===== config.mk =====
export PLATFORM = sky130hd
export DESIGN_NAME = fetchTop
export DESIGN_NICKNAME = d
export VERILOG_FILES = /design/src/logic/fetchPkg.sv /design/src/logic/pcGen.sv /design/src/logic/fetchSpill.sv /design/src/logic/fetchOutStage.sv /design/src/logic/fetchTop.sv
export SDC_FILE = /design/constraint.sdc
export NUM_CORES = 1
export LEC_CHECK = 0
export BUFFER_PORTS_ARGS = -buffer_cell sky130_fd_sc_hd__buf_4
export CAP_MARGIN = 30
export CELL_PAD_IN_SITES_DETAIL_PLACEMENT = 1
export CELL_PAD_IN_SITES_GLOBAL_PLACEMENT = 1
export CORE_MARGIN = 2
export CORE_UTILIZATION = 45
export CTS_CLUSTER_SIZE = 16
export DETAILED_ROUTE_END_ITERATION = 6
export GPL_ROUTABILITY_DRIVEN = 0
export HOLD_SLACK_MARGIN = 0.05
export PLACE_DENSITY_LB_ADDON = 0.1
export SETUP_SLACK_MARGIN = 0.5
export SLEW_MARGIN = 40
export SYNTH_ARGS = -nofsm -noshare
export SYNTH_HDL_FRONTEND = slang
export SYNTH_SLANG_ARGS = --single-unit

===== constraint.sdc =====
create_clock -name clk -period 8.98 [get_ports clk]
set_input_delay 1.796 -clock clk [delete_from_list [all_inputs] [get_ports clk]]
set_output_delay 1.796 -clock clk [all_outputs]
set_load 0.1 [all_outputs]

===== src/logic/fetchPkg.sv =====
// Fetch front end definitions
package fetchPkg;

  //////////////////////////////
  // Constants
  //////////////////////////////

  // Address and PC width
  localparam int XLEN = 32;

  // Instruction cache line size in bytes
  localparam int LINE_BYTES = 16;

  // Byte offset bits within one line
  localparam int LINE_OFFSET = $clog2(LINE_BYTES);

  // Width of one instruction parcel
  localparam int HALF_BITS = 16;

  // First fetch address after reset
  localparam logic [XLEN-1:0] RESET_PC = '0;

  //////////////////////////////
  // Types
  //////////////////////////////

  // Two parcels of one memory word, upper one first
  typedef struct packed {
    logic [HALF_BITS-1:0] hi;
    logic [HALF_BITS-1:0] lo;
  } halvesT;

  // One fetched word, either a full instruction or two parcels
  typedef union packed {
    logic [2*HALF_BITS-1:0] raw;
    halvesT                 halves;
  } fetchWordU;

  // Redirect strobe and its halfword-aligned target
  typedef struct packed {
    logic            valid;
    logic [XLEN-1:0] target;
  } redirectT;

  // Fetch to decode packet
  typedef struct packed {
    logic [XLEN-1:0] pc;
    fetchWordU       instr;
    logic            compressed;
  } fetchPacketT;

  //////////////////////////////
  // Helpers
  //////////////////////////////

  // Compressed unless both low opcode bits are set
  function automatic logic isCompressed(input logic [HALF_BITS-1:0] half);
    return half[1:0] != 2'b11;
  endfunction

  // PC plus 2 built from PC plus 4, no extra adder
  function automatic logic [XLEN-1:0] nextHalfword(input logic [XLEN-1:0] pc,
                                                   input logic [XLEN-1:0] pcPlus4);
    // Odd halfword rolls into the next word
    return pc[1] ? {pcPlus4[XLEN-1:2], 2'b00} : {pc[XLEN-1:2], 2'b10};
  endfunction

endpackage


===== src/logic/pcGen.sv =====
// Fetch PC generator
`timescale 1ns/100ps

module pcGen (
  input  logic                     clk,
  input  logic                     rst,
  input  logic                     advance,
  input  logic                     instrCompressed,
  input  fetchPkg::redirectT       redirect,
  output logic [fetchPkg::XLEN-1:0] pc,
  output logic [fetchPkg::XLEN-1:0] pcPlus4
);

  import fetchPkg::*;

  // Sequential step candidates
  logic [XLEN-1:0] pcPlus2;
  logic [XLEN-1:0] pcStep;

  //////////////////////////////
  // Next PC
  //////////////////////////////

  // One adder for the 4 byte step
  assign pcPlus4 = pc + XLEN'(4);

  // The 2 byte step reuses the upper bits of pcPlus4
  assign pcPlus2 = nextHalfword(pc, pcPlus4);

  // Step size follows the decoded length
  always_comb begin
    if (instrCompressed) begin
      pcStep = pcPlus2;
    end else begin
      pcStep = pcPlus4;
    end
  end

  //////////////////////////////
  // PC register
  //////////////////////////////

  // Redirect wins over a sequential step
  // Hold when the current word is not consumed
  always_ff @(posedge clk) begin
    if (rst) begin
      pc <= RESET_PC;
    end else if (redirect.valid) begin
      pc <= redirect.target;
    end else if (advance) begin
      pc <= pcStep;
    end
  end

endmodule


===== src/logic/fetchSpill.sv =====
// Line-crossing fetch spill
`timescale 1ns/100ps

module fetchSpill (
  input  logic                      clk,
  input  logic                      rst,
  input  logic [fetchPkg::XLEN-1:0] pc,
  input  logic [fetchPkg::XLEN-1:0] pcPlus4,
  input  fetchPkg::fetchWordU       memData,
  input  logic                      memStall,
  input  logic                      decodeStall,
  input  logic                      flush,
  output logic [fetchPkg::XLEN-1:0] fetchAddr,
  output logic                      spillNext,
  output fetchPkg::fetchWordU       mergedWord
);

  import fetchPkg::*;

  // Ready fetches at pc, spill fetches the second parcel
  typedef enum logic {
    stateReady,
    stateSpill
  } spillStateT;

  spillStateT             state;
  spillStateT             stateNext;
  logic [XLEN-1:0]        pcPlus2Reg;
  logic                   atLineEnd;
  logic                   takeSpill;
  logic                   saveFirst;
  logic [HALF_BITS-1:0]   firstHalf;

  //////////////////////////////
  // Spill detection
  //////////////////////////////

  // Last halfword of a line, all offset bits above bit 0 set
  assign atLineEnd = &pc[LINE_OFFSET-1:1];

  // Only a full-length instruction needs the next line
  // Wait for memory and decode before starting
  assign takeSpill = atLineEnd & ~memStall & ~decodeStall &
                     ~isCompressed(memData.halves.lo);

  //////////////////////////////
  // Spill FSM
  //////////////////////////////

  always_comb begin
    case (state)
      stateReady: begin
        if (takeSpill) begin
          stateNext = stateSpill;
        end else begin
          stateNext = stateReady;
        end
      end
      stateSpill: begin
        // Second parcel must arrive and be taken by decode
        if (memStall || decodeStall) begin
          stateNext = stateSpill;
        end else begin
          stateNext = stateReady;
        end
      end
      default: stateNext = stateReady;
    endcase
  end

  // Redirect drops a half-done spill
  always_ff @(posedge clk) begin
    if (rst || flush) begin
      state <= stateReady;
    end else begin
      state <= stateNext;
    end
  end

  // Keeps the PC from stepping until the merge is done
  assign spillNext = (stateNext == stateSpill);

  //////////////////////////////
  // Fetch address
  //////////////////////////////

  // PC is stable across the spill, so the registered copy is enough
  always_ff @(posedge clk) begin
    pcPlus2Reg <= nextHalfword(pc, pcPlus4);
  end

  assign fetchAddr = (state == stateSpill) ? pcPlus2Reg : pc;

  //////////////////////////////
  // Merge
  //////////////////////////////

  // First parcel saved on the cycle the FSM leaves ready
  assign saveFirst = (state == stateReady) & takeSpill & ~flush;

  always_ff @(posedge clk) begin
    if (saveFirst) begin
      firstHalf <= memData.halves.lo;
    end
  end

  // New low parcel goes above the saved one
  always_comb begin
    if (state == stateSpill) begin
      mergedWord.halves.hi = memData.halves.lo;
      mergedWord.halves.lo = firstHalf;
    end else begin
      mergedWord = memData;
    end
  end

endmodule


===== src/logic/fetchOutStage.sv =====
// Fetch output stage
`timescale 1ns/100ps

module fetchOutStage (
  input  logic                      clk,
  input  logic                      rst,
  input  logic [fetchPkg::XLEN-1:0] pc,
  input  fetchPkg::fetchWordU       mergedWord,
  input  logic                      memStall,
  input  logic                      decodeStall,
  input  logic                      spillNext,
  input  logic                      flush,
  output logic                      advance,
  output logic                      instrCompressed,
  output logic                      outValid,
  output fetchPkg::fetchPacketT     outPacket
);

  import fetchPkg::*;

  //////////////////////////////
  // Length decode
  //////////////////////////////

  // Low parcel of the merged word always holds the opcode bits
  assign instrCompressed = isCompressed(mergedWord.halves.lo);

  // Word is consumed when memory answered, decode is free
  // and no second parcel is still pending
  assign advance = ~memStall & ~decodeStall & ~spillNext;

  //////////////////////////////
  // Decode register
  //////////////////////////////

  // Payload loads only with a consumed word
  always_ff @(posedge clk) begin
    if (advance) begin
      outPacket.pc         <= pc;
      outPacket.instr      <= mergedWord;
      outPacket.compressed <= instrCompressed;
    end
  end

  // Valid flag
  // Held under decode stall, otherwise follows advance
  always_ff @(posedge clk) begin
    if (rst || flush) begin
      outValid <= 1'b0;
    end else if (!decodeStall) begin
      outValid <= advance;
    end
  end

endmodule


===== src/logic/fetchTop.sv =====
// Instruction fetch front end
`timescale 1ns/100ps

module fetchTop (
  input  logic                      clk,
  input  logic                      rst,
  input  fetchPkg::fetchWordU       memData,
  input  logic                      memStall,
  input  logic                      decodeStall,
  input  fetchPkg::redirectT        redirect,
  output logic [fetchPkg::XLEN-1:0] fetchAddr,
  output logic                      outValid,
  output fetchPkg::fetchPacketT     outPacket
);

  import fetchPkg::*;

  // PC generator outputs
  logic [XLEN-1:0] pc;
  logic [XLEN-1:0] pcPlus4;

  // Spill unit outputs
  logic            spillNext;
  fetchWordU       mergedWord;

  // Output stage feedback
  logic            advance;
  logic            instrCompressed;

  //////////////////////////////
  // PC generator
  //////////////////////////////

  pcGen i_pcGen (
    .clk             (clk),
    .rst             (rst),
    .advance         (advance),
    .instrCompressed (instrCompressed),
    .redirect        (redirect),
    .pc              (pc),
    .pcPlus4         (pcPlus4)
  );

  //////////////////////////////
  // Spill unit
  //////////////////////////////

  // Redirect strobe doubles as flush
  fetchSpill i_fetchSpill (
    .clk         (clk),
    .rst         (rst),
    .pc          (pc),
    .pcPlus4     (pcPlus4),
    .memData     (memData),
    .memStall    (memStall),
    .decodeStall (decodeStall),
    .flush       (redirect.valid),
    .fetchAddr   (fetchAddr),
    .spillNext   (spillNext),
    .mergedWord  (mergedWord)
  );

  //////////////////////////////
  // Output stage
  //////////////////////////////

  fetchOutStage i_fetchOutStage (
    .clk             (clk),
    .rst             (rst),
    .pc              (pc),
    .mergedWord      (mergedWord),
    .memStall        (memStall),
    .decodeStall     (decodeStall),
    .spillNext       (spillNext),
    .flush           (redirect.valid),
    .advance         (advance),
    .instrCompressed (instrCompressed),
    .outValid        (outValid),
    .outPacket       (outPacket)
  );

endmodule


**Yosys cells after proc, flatten, opt, wreduce, memory -nomap -nowiden**

Cells that the tools add are included.

- Output and inout port bits: 98
- Register bits after elaboration: 147

- Reductions and logical operators: 4
- Equal/unequal tests: 2
- Mux-type cells: 9
- Add/sub/neg operators: 1
- Bitwise logic cells: 13

Operator list:

| operator | count |
|---|---|
| two-way mux 32 bit | 6 |
| adder 32 x 3 -> 32 bit, second input constant | 1 |
| AND 1 bit | 7 |
| NOT 1 bit | 6 |
| != test 2 bit, second input constant | 2 |
| AND reduction 3 bit | 1 |
| logical OR 1 bit | 2 |
| two-way mux 1 bit | 2 |
| case mux 1 bit (2 select lines) | 1 |
| nonzero test 2 bit | 1 |

**Longest topological paths before layout**

- Depth in word-level cells: 10
- Gate-level depth with buffers: 8

**By module**

From an unflattened synthesis, not the netlist that was laid out.

- Cell total of the unflattened synthesis: 532
- Area total of the unflattened synthesis: 6,606.3 sq um

By module, submodules not included:

| module | cells an instance | seq. area each (sq um) | instances | area each (sq um) |
|---|---|---|---|---|
| pcGen | 299 | 640.6 | 1 | 2,326.0 |
| fetchSpill | 162 | 1,121.1 | 1 | 2,270.9 |
| fetchOutStage | 71 | 1,971.9 | 1 | 2,009.4 |

**Worst setup path before layout**

No wires, ideal clock.

- Path kind: reg2out
- Start: register i_fetchSpill.state
- End: output port fetchAddr[1] (netlist bit)
- Path buffers: 3
- Stages on the path, launching flop included: 5
- Setup slack: 4,182 ps
- Arrival time: 3,002 ps
- Cell sequence: dfxtp_1 -> buf_2 -> clkbuf_1 -> buf_1 -> o21ai_0

- Word-level cells in the longest chain between the ends: 1

Ends and longest elaborated chain:

| what | RTL line | source |
|---|---|---|
| from (decl) | fetchSpill.sv:26 | `spillStateT state;` |
| from (signal assigned) | fetchSpill.sv:74 | `state <= stateReady;` |
| from (signal assigned) | fetchSpill.sv:76 | `state <= stateNext;` |
| two-way mux 32 bit | fetchSpill.sv:92 | `assign fetchAddr = (state == stateSpill) ? pcPlus2Reg : pc;` |
| to (decl) | fetchTop.sv:11 | `output logic [fetchPkg::XLEN-1:0] fetchAddr,` |

No other way between the ends.

**Worst setup path in the final report**

- Start: input port decodeStall
- End: register i_pcGen.pc[31] (netlist bit)

- Word-level cells in the longest chain between the ends: 8

Ends and longest elaborated chain:

| what | RTL line | source |
|---|---|---|
| from (decl) | fetchTop.sv:9 | `input logic decodeStall,` |
| NOT 1 bit | fetchSpill.sv:43, fetchOutStage.sv:30 |  |
| AND 1 bit (2 in series) | fetchSpill.sv:43 | `assign takeSpill = atLineEnd & ~memStall & ~decodeStall &` |
| two-way mux 1 bit | fetchSpill.sv:53 | `if (takeSpill) begin` |
| case mux 1 bit (2 select lines) | fetchSpill.sv:51 | `case (state)` |
| NOT 1 bit | fetchOutStage.sv:30 | `assign advance = ~memStall & ~decodeStall & ~spillNext;` |
| AND 1 bit (*) | fetchOutStage.sv:30 |  |
| nonzero test 2 bit (no source line) (*) | - |  |
| to (signal assigned) | pcGen.sv:49 | `pc <= redirect.target;` |
| to (signal assigned) | pcGen.sv:51 | `pc <= pcStep;` |
| to (decl) | pcGen.sv:10 | `output logic [fetchPkg::XLEN-1:0] pc,` |

Every way passes the cells marked *; elsewhere a longest branch is shown, timed or not.
A chain may end at the register's enable or synchronous reset.

==> results.txt <==
----------------------------------------------------
[Floorplan]
  Top Ports ... between 150 and 200
  Std-Cell Core Area ... 14400 um^2
  Chip Height ... 125 um
  Row cnt ... 44
  Starting Density ... between 40% and 50%
  Overall die area ... around 16000 um^2
  Horiz. Die Dim ... around 120 um

[Yosys]
  Main flop type after synthesis ... sky130_fd_sc_hd__edfxtp_1
  Synthesized area divided by synthesized cell count ... 12.1 um^2
  Total number of yosys warnings ... 0
  Number of flops mapped to enable cells by yosys ... slightly above 80
  Cell count after synthesis ... between 500 and 600
  Unique cell type count in the Yosys netlist ... 52
  Cell area after synthesis ... approximately 6500 um^2
  Top-area cell type share of the netlist area ... a little under two fifths
  Cell types occupying the most area after synthesis ... sky130_fd_sc_hd__edfxtp_1, sky130_fd_sc_hd__dfxtp_1, sky130_fd_sc_hd__mux2_2, sky130_fd_sc_hd__xnor2_1, sky130_fd_sc_hd__xor2_1
  Nets in the synthesized netlist ... just over 600
  Synth area leader ... sky130_fd_sc_hd__edfxtp_1
  Asr flop ratio synth ... 0%
  Post-synthesis register bit count ... 146
  Portion of the post-synthesis area used by sequential elements ... a little under three fifths

[Clock network]
  Root buf cell ... sky130_fd_sc_hd__clkbuf_16
  Longest Clk Path Bufs ... 2
  Resized Gates After CTS ... 0
  Total number of H-tree levels ... 4
  Clock tree from TritonCTS ... yes
  TritonCTS sink count ... ~150
  Quantity of hold-fixing buffers added after cts ... 0
  Setup Buffers After CTS ... 0
  CTS buffer count ... 17
  Clock slew seen by the registers of the worst setup and hold paths ... around 0.06 ns
  Clock insertion delay at the later pin of the skew report ... ~0.42 ns

[Drt]
  Via count of the routed design ... just under 5k
  Remaining antenna violation count ... 0
  Final routed DRC violation total ... 0
  Detailed router's first-iteration violation count ... about 340
  Detail-routed via count per cell ... 5.57
  Wirelength per Cell ... 20.2 um
  WL final ... around 18000 um
  DRT Pass-1 Iters ... 5

[Setup path]
  Kind of end point of the critical path ... flip-flop
  Maximum net fanout on the critical path ... 56
  Crit-path slowest cell ... sky130_fd_sc_hd__buf_4
  Top cell by count, worst path ... sky130_fd_sc_hd__buf_4
  Slowest stage delay, CP ... 0.68 ns
  Required time of the critical path ... 9.28 ns
  CP Launch Type ... primary input
  Worst Path Arrival ... 4.61 ns
  Worst path cell trace ... buf_4, nor2_1, o21ai_2, clkinv_2, buf_4, nand4_1, and2_1, a221o_1
  Type of the worst setup path ... primary input to flip-flop

[Timing]
  RSZ-0062 raised after global routing ... false
  Setup TNS ... 0 ns
  Max Freq ... approximately 0.23 GHz
  Fin crit share ... roughly 48%
  Transition time at the pin with the least slew margin ... ~0.82 ns
  Total count of hold-check failures in the final report ... 0
  Clock Skews ... ~0.010 ns
  Slew Limit Fails ... 0
  Minimum clock period after layout ... approximately 4.3 ns
  Worst slew margin relative to its limit ... a little under half
  Setup slack of the critical path after layout ... between 4 and 5 ns
  Number of setup violations in the final report ... 0

[Place]
  Placement Setup Slack ... between 4 and 5 ns
  Half-perimeter wire length after placement ... 11900 um
  Number of buffers inserted by port buffering ... 166
  Post-Place Cells ... approximately 850

[GRT]
  Wire length of the first global-routing pass ... roughly 29000 um
  Via count of the first global-routing pass ... around 5.1k
  Number of antenna violations at the first check in global routing ... 0
  Total gr overflow ... 0
  Maximum number of pins on one net before global-route repair ... 64
  Total global-route track usage ... a little under a quarter

[Flow run]
  Max cap viols ... 0

[Power and ir drop]
  Peak supply drop ... 0.125 mV
  P_leak ... roughly 0.0033 uW
  Power density relative to cell area ... 217 nW/um^2
  Total power ... ~1800 uW

[Final layout]
  Fraction of final layout cells sized beyond drive strength 1 ... about 40%
  Growth of design area from synthesis to finish ... 29.0%
  Finished Core Util ... about three fifths
  Nets ... 760
  Filler-free cell count of the finished design ... ~890
  Antenna diode count ... 0

[Outcome]
  Outcome ... completed

[Min path]
  Worst hold path type ... flip-flop to flip-flop

----------------------------------------------------
[cell families (layout without fill, tap and decap cells)]
logic type	Yosys count	after routing	synth area share, %
and+or+nand+nor	150	150	13.5
AOI/OAI and AO/OA	65	65	6.34
adders and majority gates	2	2	0.382
xor gates and xnor gates	52	52	6.95
buffers and inverters	61	222	4.64
DFF	146	146	57.0
muxes	65	65	11.1
[per-layer routing]
layer	track usage, %	vias to the layer above	share of wire (%)
met4	6.74	0	1.2
met1	31.0	2484	43
met3	4.47	19	5.2
li1	-	2274	-
met2	38.9	160	50
met5	0	-	0
[cells in the mapped netlist, types with 3 or more instances]
cell type	n
sky130_fd_sc_hd__a21oi_1	27
sky130_fd_sc_hd__nand2_1	26
sky130_fd_sc_hd__nand3_1	22
sky130_fd_sc_hd__buf_2	5
sky130_fd_sc_hd__o211ai_1	3
sky130_fd_sc_hd__and4_1	5
sky130_fd_sc_hd__and2_1	5
sky130_fd_sc_hd__xor2_1	19
sky130_fd_sc_hd__buf_4	4
sky130_fd_sc_hd__dfxtp_1	65
sky130_fd_sc_hd__nor2_1	15
sky130_fd_sc_hd__nor4_1	6
sky130_fd_sc_hd__nor3b_1	7
sky130_fd_sc_hd__o22ai_1	8
sky130_fd_sc_hd__nor3_1	12
sky130_fd_sc_hd__inv_1	20
sky130_fd_sc_hd__or4_1	3
sky130_fd_sc_hd__and3_1	6
sky130_fd_sc_hd__buf_1	4
sky130_fd_sc_hd__mux2_2	63
sky130_fd_sc_hd__nand4_1	22
sky130_fd_sc_hd__buf_6	7
sky130_fd_sc_hd__edfxtp_1	81
sky130_fd_sc_hd__nand3b_1	4
sky130_fd_sc_hd__xnor2_1	33
sky130_fd_sc_hd__clkbuf_1	20
sky130_fd_sc_hd__o21a_1	16
[power by group]
part           total (uW)  leakage (uW)  switching (uW)  internal, uW
Sequential            781       0.00130            34.7           746
Clock                 715      0.000287             278           437
Combinational         340       0.00174             254          85.9
[state kept, by name, indices dropped and copies added, names as in the netlist]
signal and flops:
i_fetchOutStage.outValid 1, i_pcGen.pc 32, i_fetchSpill.firstHalf 16, i_fetchSpill.pcPlus2Reg 31, i_fetchOutStage.outPacket 65, i_fetchSpill.state 1
[worst paths after layout]
| kind | from | cells after the start | slack (ns) | endpoint |
|---|---|---|---|---|
| min | i_pcGen.pc[0] | 0 | 0.47 | i_fetchOutStage.outPacket[33] |
| max reg2reg | i_fetchSpill.state | 8 | 4.89 | i_pcGen.pc[31] |
| min reg2reg | i_pcGen.pc[0] | 0 | 0.47 | i_fetchOutStage.outPacket[33] |
| max | decodeStall | 8 | 4.67 | i_pcGen.pc[31] |
[per-stage QoR]
step | instance area (um^2) | hold WS [ns]
after floorplan | 6550 | 0.403
final | 8450 | 0.467
after CTS | 8450 | 0.464
after global placement | 7840 | 0.436
after detailed placement | 7850 | 0.448
after global routing | 8450 | 0.497
[worst max-delay path: cells and delay by family]
family / cells / cell delay, ns
compound gates: 2 / 0.62
buf+inv: 3 / 1.28
simple gates: 3 / 0.88
[cells in the final DEF, fill, tap and decap left out, types with 3 or more instances in the layout]
master	count
sky130_fd_sc_hd__nor3b_1	7
sky130_fd_sc_hd__nor4_1	4
sky130_fd_sc_hd__o211ai_1	3
sky130_fd_sc_hd__o21a_1	16
sky130_fd_sc_hd__mux2_2	63
sky130_fd_sc_hd__edfxtp_1	81
sky130_fd_sc_hd__xnor2_1	33
sky130_fd_sc_hd__clkinv_2	5
sky130_fd_sc_hd__and3_1	6
sky130_fd_sc_hd__nand2_1	26
sky130_fd_sc_hd__nor2_1	15
sky130_fd_sc_hd__dfxtp_1	64
sky130_fd_sc_hd__o22ai_1	8
sky130_fd_sc_hd__nor3_1	9
sky130_fd_sc_hd__nand4_1	22
sky130_fd_sc_hd__inv_1	19
sky130_fd_sc_hd__a21oi_1	27
sky130_fd_sc_hd__nand3b_1	4
sky130_fd_sc_hd__and2_1	5
sky130_fd_sc_hd__or4_1	3
sky130_fd_sc_hd__clkbuf_16	17
sky130_fd_sc_hd__xor2_1	19
sky130_fd_sc_hd__buf_4	170
sky130_fd_sc_hd__bufinv_16	3
sky130_fd_sc_hd__nand3_1	22
sky130_fd_sc_hd__and4_1	5
sky130_fd_sc_hd__nor3_2	4
[cell type report]
cell class / count / area, um^2
fill: 1490 / 5920
sequential: 146 / 3730
multi-input combinational: 334 / 2540
timing repair buffer: 170 / 1280
clock buffer: 19 / 433
tap: 184 / 230
clock inverter: 13 / 160
inverter: 20 / 76.3
No activity file was read; power rests on OpenSTA's default activity.
